`src/v_pkg.sv`:
```
/*
 * Shared definitions for the vector decode stage
 * Opcode enum, instruction field positions, widths and register count
 */
`default_nettype none

package v_pkg;

    localparam int INSTR_W     = 16;
    localparam int VREG_ADDR_W = 4;
    localparam int VREG_NUM    = 2 ** VREG_ADDR_W;
    localparam int XLEN        = 32;
    localparam int SEW_W       = 2;
    localparam int VL_W        = 8;

    // Instruction layout {opcode, vd, vs1, vs2}
    localparam int OPC_W   = 4;
    localparam int OPC_LSB = 12;
    localparam int VD_LSB  = 8;
    localparam int VS1_LSB = 4;
    localparam int VS2_LSB = 0;

    typedef enum logic [OPC_W-1:0] {
        OP_NOP     = 4'h0,
        OP_VADD_VV = 4'h1,
        OP_VSUB_VV = 4'h2,
        OP_VAND_VV = 4'h3,
        OP_VOR_VV  = 4'h4,
        OP_VXOR_VV = 4'h5,
        OP_VADD_VX = 4'h6,
        OP_VMV_VX  = 4'h7,
        OP_VSETVL  = 4'h8
    } v_opcode_e;

endpackage

`default_nettype wire

```
`src/v_csr.sv`:
```
/*
 * vl and vtype control registers
 * vl writes are clamped to VLMAX of the written SEW
 */
`default_nettype none

module v_csr #(
    parameter int VLEN = 64
) (
    input  logic                                clk,
    input  logic                                arst_n,
    input  logic                                wr_en,
    input  logic [v_pkg::VL_W+v_pkg::SEW_W-1:0] wr_data,
    output logic [v_pkg::VL_W-1:0]              vl,
    output logic [v_pkg::SEW_W-1:0]             vtype_sew
);

    logic [v_pkg::VL_W-1:0]  req_vl;
    logic [v_pkg::SEW_W-1:0] req_sew;
    logic [31:0]             vlmax;
    logic [v_pkg::VL_W-1:0]  vl_clamped;

    assign req_vl  = wr_data[v_pkg::VL_W-1:0];
    assign req_sew = wr_data[v_pkg::VL_W +: v_pkg::SEW_W];

    // VLEN/8 scaled by 2^SEW
    assign vlmax      = 32'(VLEN / 8) << req_sew;
    assign vl_clamped = (32'(req_vl) < vlmax) ? req_vl : vlmax[v_pkg::VL_W-1:0];

    always_ff @(posedge clk or negedge arst_n) begin
        if (!arst_n) begin
            vl        <= '0;
            vtype_sew <= '0;
        end else if (wr_en) begin
            vl        <= vl_clamped;
            vtype_sew <= req_sew;
        end
    end

endmodule

`default_nettype wire

```
`src/v_ctrl.sv`:
```
/*
 * Vector decode control unit
 * Field extraction, opcode decode and exe-stage operation flags
 */
`default_nettype none

module v_ctrl (
    input  logic                          clk,
    input  logic                          arst_n,
    input  logic [v_pkg::INSTR_W-1:0]     instr,
    input  logic                          id_fire,
    input  logic                          flush,
    output logic [v_pkg::VREG_ADDR_W-1:0] vs1_id,
    output logic [v_pkg::VREG_ADDR_W-1:0] vs2_id,
    output logic [v_pkg::VREG_ADDR_W-1:0] vd_id,
    output logic                          wr_vreg_id,
    output logic                          wr_csr_id,
    output logic                          hazard_id,
    output logic                          is_vector_scalar_exe,
    output logic                          is_i2v_exe,
    output logic                          is_add_exe,
    output logic                          is_sub_exe,
    output logic                          is_and_exe,
    output logic                          is_or_exe,
    output logic                          is_xor_exe,
    output logic                          is_setvl_exe
);

    // Operand source class
    typedef enum logic [1:0] {
        SRC_NONE,
        SRC_VV,
        SRC_VX,
        SRC_X
    } src_class_e;

    localparam int F_VX    = 7;
    localparam int F_I2V   = 6;
    localparam int F_ADD   = 5;
    localparam int F_SUB   = 4;
    localparam int F_AND   = 3;
    localparam int F_OR    = 2;
    localparam int F_XOR   = 1;
    localparam int F_SETVL = 0;

    v_pkg::v_opcode_e opcode;
    src_class_e       src_class;
    logic [7:0]       flags_id;
    logic [7:0]       flags_exe;

    assign opcode = v_pkg::v_opcode_e'(instr[v_pkg::OPC_LSB +: v_pkg::OPC_W]);
    assign vd_id  = instr[v_pkg::VD_LSB +: v_pkg::VREG_ADDR_W];
    assign vs1_id = instr[v_pkg::VS1_LSB +: v_pkg::VREG_ADDR_W];
    assign vs2_id = instr[v_pkg::VS2_LSB +: v_pkg::VREG_ADDR_W];

    always_comb begin
        flags_id  = '0;
        src_class = SRC_NONE;
        case (opcode)
            v_pkg::OP_VADD_VV: begin
                src_class       = SRC_VV;
                flags_id[F_ADD] = 1'b1;
            end
            v_pkg::OP_VSUB_VV: begin
                src_class       = SRC_VV;
                flags_id[F_SUB] = 1'b1;
            end
            v_pkg::OP_VAND_VV: begin
                src_class       = SRC_VV;
                flags_id[F_AND] = 1'b1;
            end
            v_pkg::OP_VOR_VV: begin
                src_class      = SRC_VV;
                flags_id[F_OR] = 1'b1;
            end
            v_pkg::OP_VXOR_VV: begin
                src_class       = SRC_VV;
                flags_id[F_XOR] = 1'b1;
            end
            v_pkg::OP_VADD_VX: begin
                src_class       = SRC_VX;
                flags_id[F_VX]  = 1'b1;
                flags_id[F_ADD] = 1'b1;
            end
            v_pkg::OP_VMV_VX: begin
                src_class       = SRC_X;
                flags_id[F_I2V] = 1'b1;
            end
            v_pkg::OP_VSETVL: begin
                src_class         = SRC_X;
                flags_id[F_SETVL] = 1'b1;
            end
            default: ;
        endcase
    end

    assign hazard_id  = (src_class == SRC_VV) || (src_class == SRC_VX);
    assign wr_csr_id  = flags_id[F_SETVL];
    assign wr_vreg_id = (src_class != SRC_NONE) && !wr_csr_id;

    always_ff @(posedge clk or negedge arst_n) begin
        if (!arst_n) begin
            flags_exe <= '0;
        end else if (flush) begin
            flags_exe <= '0;
        end else if (id_fire) begin
            flags_exe <= flags_id;
        end
    end

    assign is_vector_scalar_exe = flags_exe[F_VX];
    assign is_i2v_exe           = flags_exe[F_I2V];
    assign is_add_exe           = flags_exe[F_ADD];
    assign is_sub_exe           = flags_exe[F_SUB];
    assign is_and_exe           = flags_exe[F_AND];
    assign is_or_exe            = flags_exe[F_OR];
    assign is_xor_exe           = flags_exe[F_XOR];
    assign is_setvl_exe         = flags_exe[F_SETVL];

endmodule

`default_nettype wire

```
`src/v_decode.sv`:
```
/*
 * Vector coprocessor decode stage top level
 * Control unit, register file controller, register file and CSRs
 */
`default_nettype none

module v_decode #(
    parameter int VLEN = 64
) (
    input  logic                          clk,
    input  logic                          arst_n,
    input  logic                          clear_pipe,
    input  logic                          instr_valid,
    input  logic [v_pkg::INSTR_W-1:0]     instr,
    input  logic [v_pkg::XLEN-1:0]        scalar_data,
    input  logic                          exe_ready,
    input  logic [VLEN-1:0]               alu_result,
    input  logic [v_pkg::VREG_ADDR_W-1:0] syn_addr,
    output logic                          instr_ready,
    output logic                          exe_valid,
    output logic [VLEN-1:0]               exe_srca,
    output logic [VLEN-1:0]               exe_srcb,
    output logic [v_pkg::XLEN-1:0]        exe_scalar,
    output logic                          is_vector_scalar_exe,
    output logic                          is_i2v_exe,
    output logic                          is_add_exe,
    output logic                          is_sub_exe,
    output logic                          is_and_exe,
    output logic                          is_or_exe,
    output logic                          is_xor_exe,
    output logic                          is_setvl_exe,
    output logic [v_pkg::VL_W-1:0]        vl,
    output logic [v_pkg::SEW_W-1:0]       vtype_sew,
    output logic [VLEN-1:0]               syn_data
);

    logic [v_pkg::VREG_ADDR_W-1:0]       vs1_id;
    logic [v_pkg::VREG_ADDR_W-1:0]       vs2_id;
    logic [v_pkg::VREG_ADDR_W-1:0]       vd_id;
    logic                                wr_vreg_id;
    logic                                wr_csr_id;
    logic                                hazard_id;
    logic                                id_fire;
    logic                                flush;
    logic [VLEN-1:0]                     rf_srca_id;
    logic [VLEN-1:0]                     rf_srcb_id;
    logic                                wb_wr_en;
    logic [v_pkg::VREG_ADDR_W-1:0]       wb_addr;
    logic [VLEN-1:0]                     wb_data;
    logic                                csr_wr_en;
    logic [v_pkg::VL_W+v_pkg::SEW_W-1:0] csr_data;

    v_ctrl i_v_ctrl (
        .clk                  (clk),
        .arst_n               (arst_n),
        .instr                (instr),
        .id_fire              (id_fire),
        .flush                (flush),
        .vs1_id               (vs1_id),
        .vs2_id               (vs2_id),
        .vd_id                (vd_id),
        .wr_vreg_id           (wr_vreg_id),
        .wr_csr_id            (wr_csr_id),
        .hazard_id            (hazard_id),
        .is_vector_scalar_exe (is_vector_scalar_exe),
        .is_i2v_exe           (is_i2v_exe),
        .is_add_exe           (is_add_exe),
        .is_sub_exe           (is_sub_exe),
        .is_and_exe           (is_and_exe),
        .is_or_exe            (is_or_exe),
        .is_xor_exe           (is_xor_exe),
        .is_setvl_exe         (is_setvl_exe)
    );

    v_rf_ctrl #(
        .VLEN (VLEN)
    ) i_v_rf_ctrl (
        .clk         (clk),
        .arst_n      (arst_n),
        .clear_pipe  (clear_pipe),
        .instr_valid (instr_valid),
        .exe_ready   (exe_ready),
        .vs1_id      (vs1_id),
        .vs2_id      (vs2_id),
        .vd_id       (vd_id),
        .wr_vreg_id  (wr_vreg_id),
        .wr_csr_id   (wr_csr_id),
        .hazard_id   (hazard_id),
        .rf_srca_id  (rf_srca_id),
        .rf_srcb_id  (rf_srcb_id),
        .scalar_data (scalar_data),
        .alu_result  (alu_result),
        .instr_ready (instr_ready),
        .id_fire     (id_fire),
        .flush       (flush),
        .exe_valid   (exe_valid),
        .exe_srca    (exe_srca),
        .exe_srcb    (exe_srcb),
        .exe_scalar  (exe_scalar),
        .wb_wr_en    (wb_wr_en),
        .wb_addr     (wb_addr),
        .wb_data     (wb_data),
        .csr_wr_en   (csr_wr_en),
        .csr_data    (csr_data)
    );

    v_rf #(
        .VLEN (VLEN)
    ) i_v_rf (
        .clk       (clk),
        .arst_n    (arst_n),
        .rd_addr_a (vs1_id),
        .rd_addr_b (vs2_id),
        .wr_addr   (wb_addr),
        .wr_data   (wb_data),
        .wr_en     (wb_wr_en),
        .syn_addr  (syn_addr),
        .rd_data_a (rf_srca_id),
        .rd_data_b (rf_srcb_id),
        .syn_data  (syn_data)
    );

    v_csr #(
        .VLEN (VLEN)
    ) i_v_csr (
        .clk       (clk),
        .arst_n    (arst_n),
        .wr_en     (csr_wr_en),
        .wr_data   (csr_data),
        .vl        (vl),
        .vtype_sew (vtype_sew)
    );

endmodule

`default_nettype wire

```
`src/v_rf.sv`:
```
/*
 * Vector register file
 * Two asynchronous read ports, one write port and a debug read port
 */
`default_nettype none

module v_rf #(
    parameter int VLEN = 64
) (
    input  logic                          clk,
    input  logic                          arst_n,
    input  logic [v_pkg::VREG_ADDR_W-1:0] rd_addr_a,
    input  logic [v_pkg::VREG_ADDR_W-1:0] rd_addr_b,
    input  logic [v_pkg::VREG_ADDR_W-1:0] wr_addr,
    input  logic [VLEN-1:0]               wr_data,
    input  logic                          wr_en,
    input  logic [v_pkg::VREG_ADDR_W-1:0] syn_addr,
    output logic [VLEN-1:0]               rd_data_a,
    output logic [VLEN-1:0]               rd_data_b,
    output logic [VLEN-1:0]               syn_data
);

    logic [VLEN-1:0] regs [v_pkg::VREG_NUM];

    always_ff @(posedge clk or negedge arst_n) begin
        if (!arst_n) begin
            for (int i = 0; i < v_pkg::VREG_NUM; i++) begin
                regs[i] <= '0;
            end
        end else if (wr_en) begin
            regs[wr_addr] <= wr_data;
        end
    end

    assign rd_data_a = regs[rd_addr_a];
    assign rd_data_b = regs[rd_addr_b];
    // Observation only
    assign syn_data  = regs[syn_addr];

endmodule

`default_nettype wire

```
`src/v_rf_ctrl.sv`:
```
/*
 * Register file pipeline controller
 * Exe and wb registers, wb forwarding, hazard stall and both handshakes
 */
`default_nettype none

module v_rf_ctrl #(
    parameter int VLEN = 64
) (
    input  logic                                clk,
    input  logic                                arst_n,
    input  logic                                clear_pipe,
    input  logic                                instr_valid,
    input  logic                                exe_ready,
    input  logic [v_pkg::VREG_ADDR_W-1:0]       vs1_id,
    input  logic [v_pkg::VREG_ADDR_W-1:0]       vs2_id,
    input  logic [v_pkg::VREG_ADDR_W-1:0]       vd_id,
    input  logic                                wr_vreg_id,
    input  logic                                wr_csr_id,
    input  logic                                hazard_id,
    input  logic [VLEN-1:0]                     rf_srca_id,
    input  logic [VLEN-1:0]                     rf_srcb_id,
    input  logic [v_pkg::XLEN-1:0]              scalar_data,
    input  logic [VLEN-1:0]                     alu_result,
    output logic                                instr_ready,
    output logic                                id_fire,
    output logic                                flush,
    output logic                                exe_valid,
    output logic [VLEN-1:0]                     exe_srca,
    output logic [VLEN-1:0]                     exe_srcb,
    output logic [v_pkg::XLEN-1:0]              exe_scalar,
    output logic                                wb_wr_en,
    output logic [v_pkg::VREG_ADDR_W-1:0]       wb_addr,
    output logic [VLEN-1:0]                     wb_data,
    output logic                                csr_wr_en,
    output logic [v_pkg::VL_W+v_pkg::SEW_W-1:0] csr_data
);

    logic                          exe_fire;
    logic                          stall;
    logic                          exe_wr_vreg;
    logic                          exe_wr_csr;
    logic [v_pkg::VREG_ADDR_W-1:0] exe_vd;
    logic [VLEN-1:0]               fwd_a;
    logic [VLEN-1:0]               fwd_b;

    assign exe_fire = exe_valid && exe_ready;

    // RAW on an exe-stage vector write, not yet forwardable
    assign stall = hazard_id && exe_valid && exe_wr_vreg &&
                   ((vs1_id == exe_vd) || (vs2_id == exe_vd));

    assign instr_ready = !clear_pipe && !stall && (!exe_valid || exe_ready);
    assign id_fire     = instr_valid && instr_ready;
    // Drop exe flags on clear or when the slot drains
    assign flush       = clear_pipe || (exe_fire && !id_fire);

    assign fwd_a = (wb_wr_en && (wb_addr == vs1_id)) ? wb_data : rf_srca_id;
    assign fwd_b = (wb_wr_en && (wb_addr == vs2_id)) ? wb_data : rf_srcb_id;

    always_ff @(posedge clk or negedge arst_n) begin
        if (!arst_n) begin
            exe_valid   <= 1'b0;
            exe_wr_vreg <= 1'b0;
            exe_wr_csr  <= 1'b0;
        end else if (clear_pipe) begin
            exe_valid <= 1'b0;
        end else if (id_fire) begin
            exe_valid   <= 1'b1;
            exe_wr_vreg <= wr_vreg_id;
            exe_wr_csr  <= wr_csr_id;
        end else if (exe_fire) begin
            exe_valid <= 1'b0;
        end
    end

    always_ff @(posedge clk) begin
        if (id_fire) begin
            exe_srca   <= fwd_a;
            exe_srcb   <= fwd_b;
            exe_scalar <= scalar_data;
            exe_vd     <= vd_id;
        end
    end

    // Writeback stage
    always_ff @(posedge clk or negedge arst_n) begin
        if (!arst_n) begin
            wb_wr_en  <= 1'b0;
            csr_wr_en <= 1'b0;
        end else begin
            wb_wr_en  <= exe_fire && exe_wr_vreg;
            csr_wr_en <= exe_fire && exe_wr_csr;
        end
    end

    always_ff @(posedge clk) begin
        if (exe_fire) begin
            wb_addr  <= exe_vd;
            wb_data  <= alu_result;
            csr_data <= alu_result[v_pkg::VL_W+v_pkg::SEW_W-1:0];
        end
    end

    a_exe_stable: assert property (
        @(posedge clk) disable iff (!arst_n)
        exe_valid && !exe_ready && !clear_pipe |=>
            exe_valid && $stable(exe_srca) && $stable(exe_srcb) && $stable(exe_scalar)
    ) else $error("exe outputs changed under back-pressure");

    a_wb_onehot: assert property (
        @(posedge clk) disable iff (!arst_n)
        !(wb_wr_en && csr_wr_en)
    ) else $error("vector and CSR writeback both enabled");

endmodule

`default_nettype wire
```
`config.mk`:
```
export PLATFORM = sky130hd
export DESIGN_NAME = v_decode
export DESIGN_NICKNAME = d
export VERILOG_FILES = /design/src/v_pkg.sv /design/src/v_csr.sv /design/src/v_ctrl.sv /design/src/v_decode.sv /design/src/v_rf.sv /design/src/v_rf_ctrl.sv
export SDC_FILE = /design/constraint.sdc
export NUM_CORES = 2
export LEC_CHECK = 0
export BUFFER_PORTS_ARGS = -buffer_cell sky130_fd_sc_hd__clkbuf_2
export CORE_ASPECT_RATIO = 0.5
export CORE_MARGIN = 2
export CORE_UTILIZATION = 30
export CTS_CLUSTER_DIAMETER = 200
export DETAILED_ROUTE_END_ITERATION = 8
export SYNTH_ARGS = -nofsm -noshare
export SYNTH_HDL_FRONTEND = slang
export SYNTH_SLANG_ARGS = --single-unit
```
`constraint.sdc`:
```
create_clock -name clk -period 9.5 [get_ports clk]
set_clock_uncertainty 0.1 [all_clocks]
set_input_delay 0.95 -clock clk [delete_from_list [all_inputs] [get_ports clk]]
set_output_delay 0.95 -clock clk [all_outputs]
set_load 0.03 [all_outputs]
```
==> impl_metrics.csv <==
group,metric,value,unit
status,status,"completed",
power,leak_pwr,33.6,nW
finish,final-instance-count-excl-fill,7765,
sta,worst_pin_slew,1.29,ns
clock_tree,cts_resized,0,
finish,fin_nets,4635,
die,die-area,0.242,mm^2
global_route,total_congestion_overflow_after_global_routing,0,
clock_tree,clk_root_buffer_cell,"sky130_fd_sc_hd__clkbuf_16",
worst_setup_path,cp_cell_sequence,"buf_8 > buf_12 > mux4_2 > mux4_2 > clkbuf_2",
logic_synthesis,syn_area_per_cell,16.2,um^2
sta,achievable-frequency,208,MHz
worst_setup_path,worst-endpoint-required,8.45,ns
worst_setup_path,reg2reg_setup_slack,5.38,ns
power,switching_share,0.267,
sta,timing.final.setup_violations,0,
die,core_rows,126,
route,vias,45000,
die,die-height,349,um
power,p_int,0.0105,W
finish,layout.cell_area.non_filler,0.0805,mm^2
worst_setup_path,nature_of_the_critical_path_startpoint,"input pin",
place,place.detailed.instances,7501,
place,portBuffers,364,
worst_setup_path,criticalPathCategory,"in2out",
power,switching_power_of_the_nets,0.00381,W
route,drt_first_pass_iters,7,
logic_synthesis,ys_seq_area_frac,0.465,
worst_setup_path,worstSetupEndpoint,"syn_data[30]",
die,placeableCoreArea,0.236,mm^2
logic_synthesis,most_common_flop_cell_mapped_by_yosys,"sky130_fd_sc_hd__dfrtp_1",
logic_synthesis,synth_top_cell_area_share,0.367,
sta,relSlewSlack,0.139,
route,avgViaCountPerCell,5.79,
logic_synthesis,ys_top_cells_by_area,"sky130_fd_sc_hd__dfrtp_1 (37%), sky130_fd_sc_hd__mux4_2 (26%), sky130_fd_sc_hd__mux2_2 (16%), sky130_fd_sc_hd__edfxtp_1 (9.8%), sky130_fd_sc_hd__mux2i_1 (1.9%)",
worst_setup_path,timing.critical_path.from,"syn_addr[0]",
logic_synthesis,number_of_distinct_standard_cells_referenced_by_the_synthesized_netlist,41,
flow_run,drv_cap,0,
finish,area_of_combinational_cells_with_multiple_inputs,0.0361,mm^2
finish,areaGrowthSynthToFinish,12.9,%
worst_setup_path,cp_slowest_stage_delay,0.77,ns
sta,grt_setup_unrepaired,"no",
sta,maxSlewViolCount,0,
sta,layout_min_cycle_time,4.80,ns
finish,post_route_cells_drive_above_1_share,0.549,
worst_setup_path,cp_max_fo,101,
sta,fin_setup_tns,0,ns
place,place_hpwl,127000,um
worst_setup_path,setup.worst_path.end_class,"output port",
die,floorplan.io_pins,365,
finish,postLayoutCoreUtil,0.341,
power,worst_ir_drop_vdd,0.000135,V
clock_tree,cts.repair_timing.setup_buffer_count,0,
power,clkPwrFrac,0.386,
global_route,first_global_vias,48300,
place,dpl-instance-area,0.0758,mm^2
worst_setup_path,crit-reg2reg-launch,"i_v_rf_ctrl.exe_vd[2]",
clock_tree,htree_num_levels,4,
global_route,total_grt_usage,0.189,
route,post_detailed_route_drc_marker_count,0,
place,gp_routability_congestion,0.799,
worst_setup_path,cell_count_of_the_worst_reg_to_reg_path,6,
clock_tree,cts_tree,"built",
die,fp.dieW,693,um
logic_synthesis,synth_top_cell_by_area,"sky130_fd_sc_hd__dfrtp_1",
global_route,grt_first_pass_wirelength,337000,um
clock_tree,cts_made_buffers,142,
clock_tree,clock_sinks,1279,
power,combPwrFrac,0.155,
logic_synthesis,synth_seq_cells,1279,
finish,final-seq-area,0.0332,mm^2
logic_synthesis,number_of_flops_mapped_to_enable_cells_by_yosys,232,
logic_synthesis,synth_most_common_cell,"sky130_fd_sc_hd__dfrtp_1",
route,drt_iter0_markers,4067,
logic_synthesis,synth.cell_area,0.0713,mm^2
min_path,worstHoldPathType,"in2async",
power,power_density,178,mW/mm^2
sta,layout_worst_path_cycle_share,0.506,
clock_tree,worst_skew_pair.late_latency,0.78,ns
worst_setup_path,worst_path_max_delay_cell,"sky130_fd_sc_hd__buf_12",
route,wl_per_cell,29.9,um
route,routed_wl,232000,um
logic_synthesis,postSynth.asyncResetShare,0.819,
die,floorplan.initialDensity,0.302,
logic_synthesis,yosysWarningCount,0,
worst_setup_path,critical_path_arrival,3.75,ns
route,drtAntennaViolNets,0,
clock_tree,max_clock_buf_depth,3,
worst_setup_path,critPathMostFrequentCell,"sky130_fd_sc_hd__mux4_2",
sta,report.final.hold_viol_count,0,
logic_synthesis,postSynthCellCount,4390,
clock_tree,postCtsHoldBufs,0,
clock_tree,path_clk_slew,0.06,ns
worst_setup_path,crit-reg2reg-capture,"i_v_rf_ctrl.exe_srcb[52]",
global_route,grt_antenna_before_repair,9,
power,reg_power_frac,0.459,
logic_synthesis,most_frequent_cells_after_synthesis,"sky130_fd_sc_hd__dfrtp_1 (1047), sky130_fd_sc_hd__mux2_2 (1014), sky130_fd_sc_hd__mux4_2 (834)",
logic_synthesis,post_synth_net_total,4516,
global_route,pin_count_of_the_biggest_net_entering_global_routing,164,
finish,n_fill_cell,22400,
[power by group through the flow]
| stage | clock, W | combinational, W | sequential [W] |
|---|---|---|---|
| 6_report | 0.00552 | 0.00222 | 0.00657 |
| 5_1_grt | 0.00587 | 0.00235 | 0.00664 |
| 4_1_cts | 0.00562 | 0.00224 | 0.00656 |
| 3_5_place_dp | 0 | 0.00224 | 0.00666 |
| 3_3_place_gp | 0 | 0.00220 | 0.00659 |
| 2_1_floorplan | 0 | 0.00160 | 0.00656 |
[critical path, delay by kind of cell]
kind	cells	cell delay (ns)
buffers and inverters	3	1.48
muxes	2	1.17
[final cells by class]
cell class,instances,area share
multi-input cells,2636,0.448
flip-flops and latches,1279,0.412
clock buffers,219,0.0532
well taps,3136,0.0488
repair buffers,441,0.0330
clock inverters,43,0.00420
inverters,9,0.000513
diodes,2,0.0000622
[registers in the layout, summed over array words and instances (netlist names)]
| register | cells |
|---|---|
| i_v_rf_ctrl.wb_wr_en | 1 |
| i_v_rf_ctrl.exe_srca | 64 |
| i_v_rf_ctrl.exe_wr_vreg | 1 |
| i_v_rf_ctrl.exe_valid | 1 |
| i_v_rf_ctrl.csr_data | 9 |
| i_v_rf_ctrl.exe_wr_csr | 1 |
| i_v_rf_ctrl.exe_vd | 4 |
| i_v_ctrl.flags_exe | 8 |
| i_v_rf_ctrl.wb_addr | 4 |
| i_v_rf_ctrl.exe_scalar | 32 |
| i_v_rf_ctrl.csr_wr_en | 1 |
| i_v_rf_ctrl.exe_srcb | 64 |
| i_v_csr.vl | 8 |
| i_v_csr.vtype_sew | 2 |
| i_v_rf.regs | 1024 |
| i_v_rf_ctrl.wb_data | 55 |
[worst min-delay path by stage]
stage | endpoint | slack, ns
global placement | i_v_csr.vl[7] | 0.38
global route | i_v_rf.regs[719] | 0.06
floorplan | i_v_rf_ctrl.exe_wr_csr | 0.37
finish | i_v_rf.regs[719] | 0.05
CTS | i_v_rf.regs[973] | 0.03
detailed placement | i_v_csr.vl[5] | 0.40
[per-stage QoR]
stage	hold slack, ns	setup WS, ns	total power [W]
after floorplan	0.372	3.42	0.00817
final	0.0466	4.70	0.0143
after global routing	0.0596	4.49	0.0149
after detailed placement	0.399	4.41	0.00889
after CTS	0.0293	4.63	0.0144
after global placement	0.381	4.40	0.00879
[layout by cell type (no fill, tap or decap), types with 18 or more instances in the layout]
cell type,Yosys,routed
sky130_fd_sc_hd__dfrtp_1,1047,1047
sky130_fd_sc_hd__mux2_2,1014,1014
sky130_fd_sc_hd__mux4_2,834,834
sky130_fd_sc_hd__clkbuf_2,0,351
sky130_fd_sc_hd__edfxtp_1,232,232
sky130_fd_sc_hd__clkbuf_16,0,150
sky130_fd_sc_hd__mux2i_1,136,136
sky130_fd_sc_hd__nor2_1,141,132
sky130_fd_sc_hd__nor2b_1,129,128
sky130_fd_sc_hd__a211oi_1,120,120
sky130_fd_sc_hd__buf_4,29,68
sky130_fd_sc_hd__a2111oi_0,66,66
sky130_fd_sc_hd__a2111oi_1,42,42
sky130_fd_sc_hd__clkbuf_1,195,42
sky130_fd_sc_hd__nand2_1,38,37
sky130_fd_sc_hd__clkbuf_8,0,27
sky130_fd_sc_hd__clkinv_2,0,20
sky130_fd_sc_hd__o21ai_0,19,19
sky130_fd_sc_hd__a2111oi_2,18,18
[kinds of logic after synthesis]
family / Yosys count / share of synthesized area
flops: 1279 / 0.465
xor+xnor: 16 / 0.00197
fa+ha+maj: 5 / 0.000877
compound gates: 285 / 0.0338
simple gates: 346 / 0.0241
mux: 1984 / 0.443
buf+inv: 475 / 0.0314
[routing by layer]
layer | GRT usage | vias to the layer above | wire length, um
li1 | - | 17900 | -
met1 | 0.234 | 24600 | 90100
met2 | 0.322 | 1878 | 115000
met3 | 0.0344 | 543 | 15000
met4 | 0.0904 | 0 | 11600
met5 | 0 | - | 0
No activity file was read; power rests on OpenSTA's default activity.
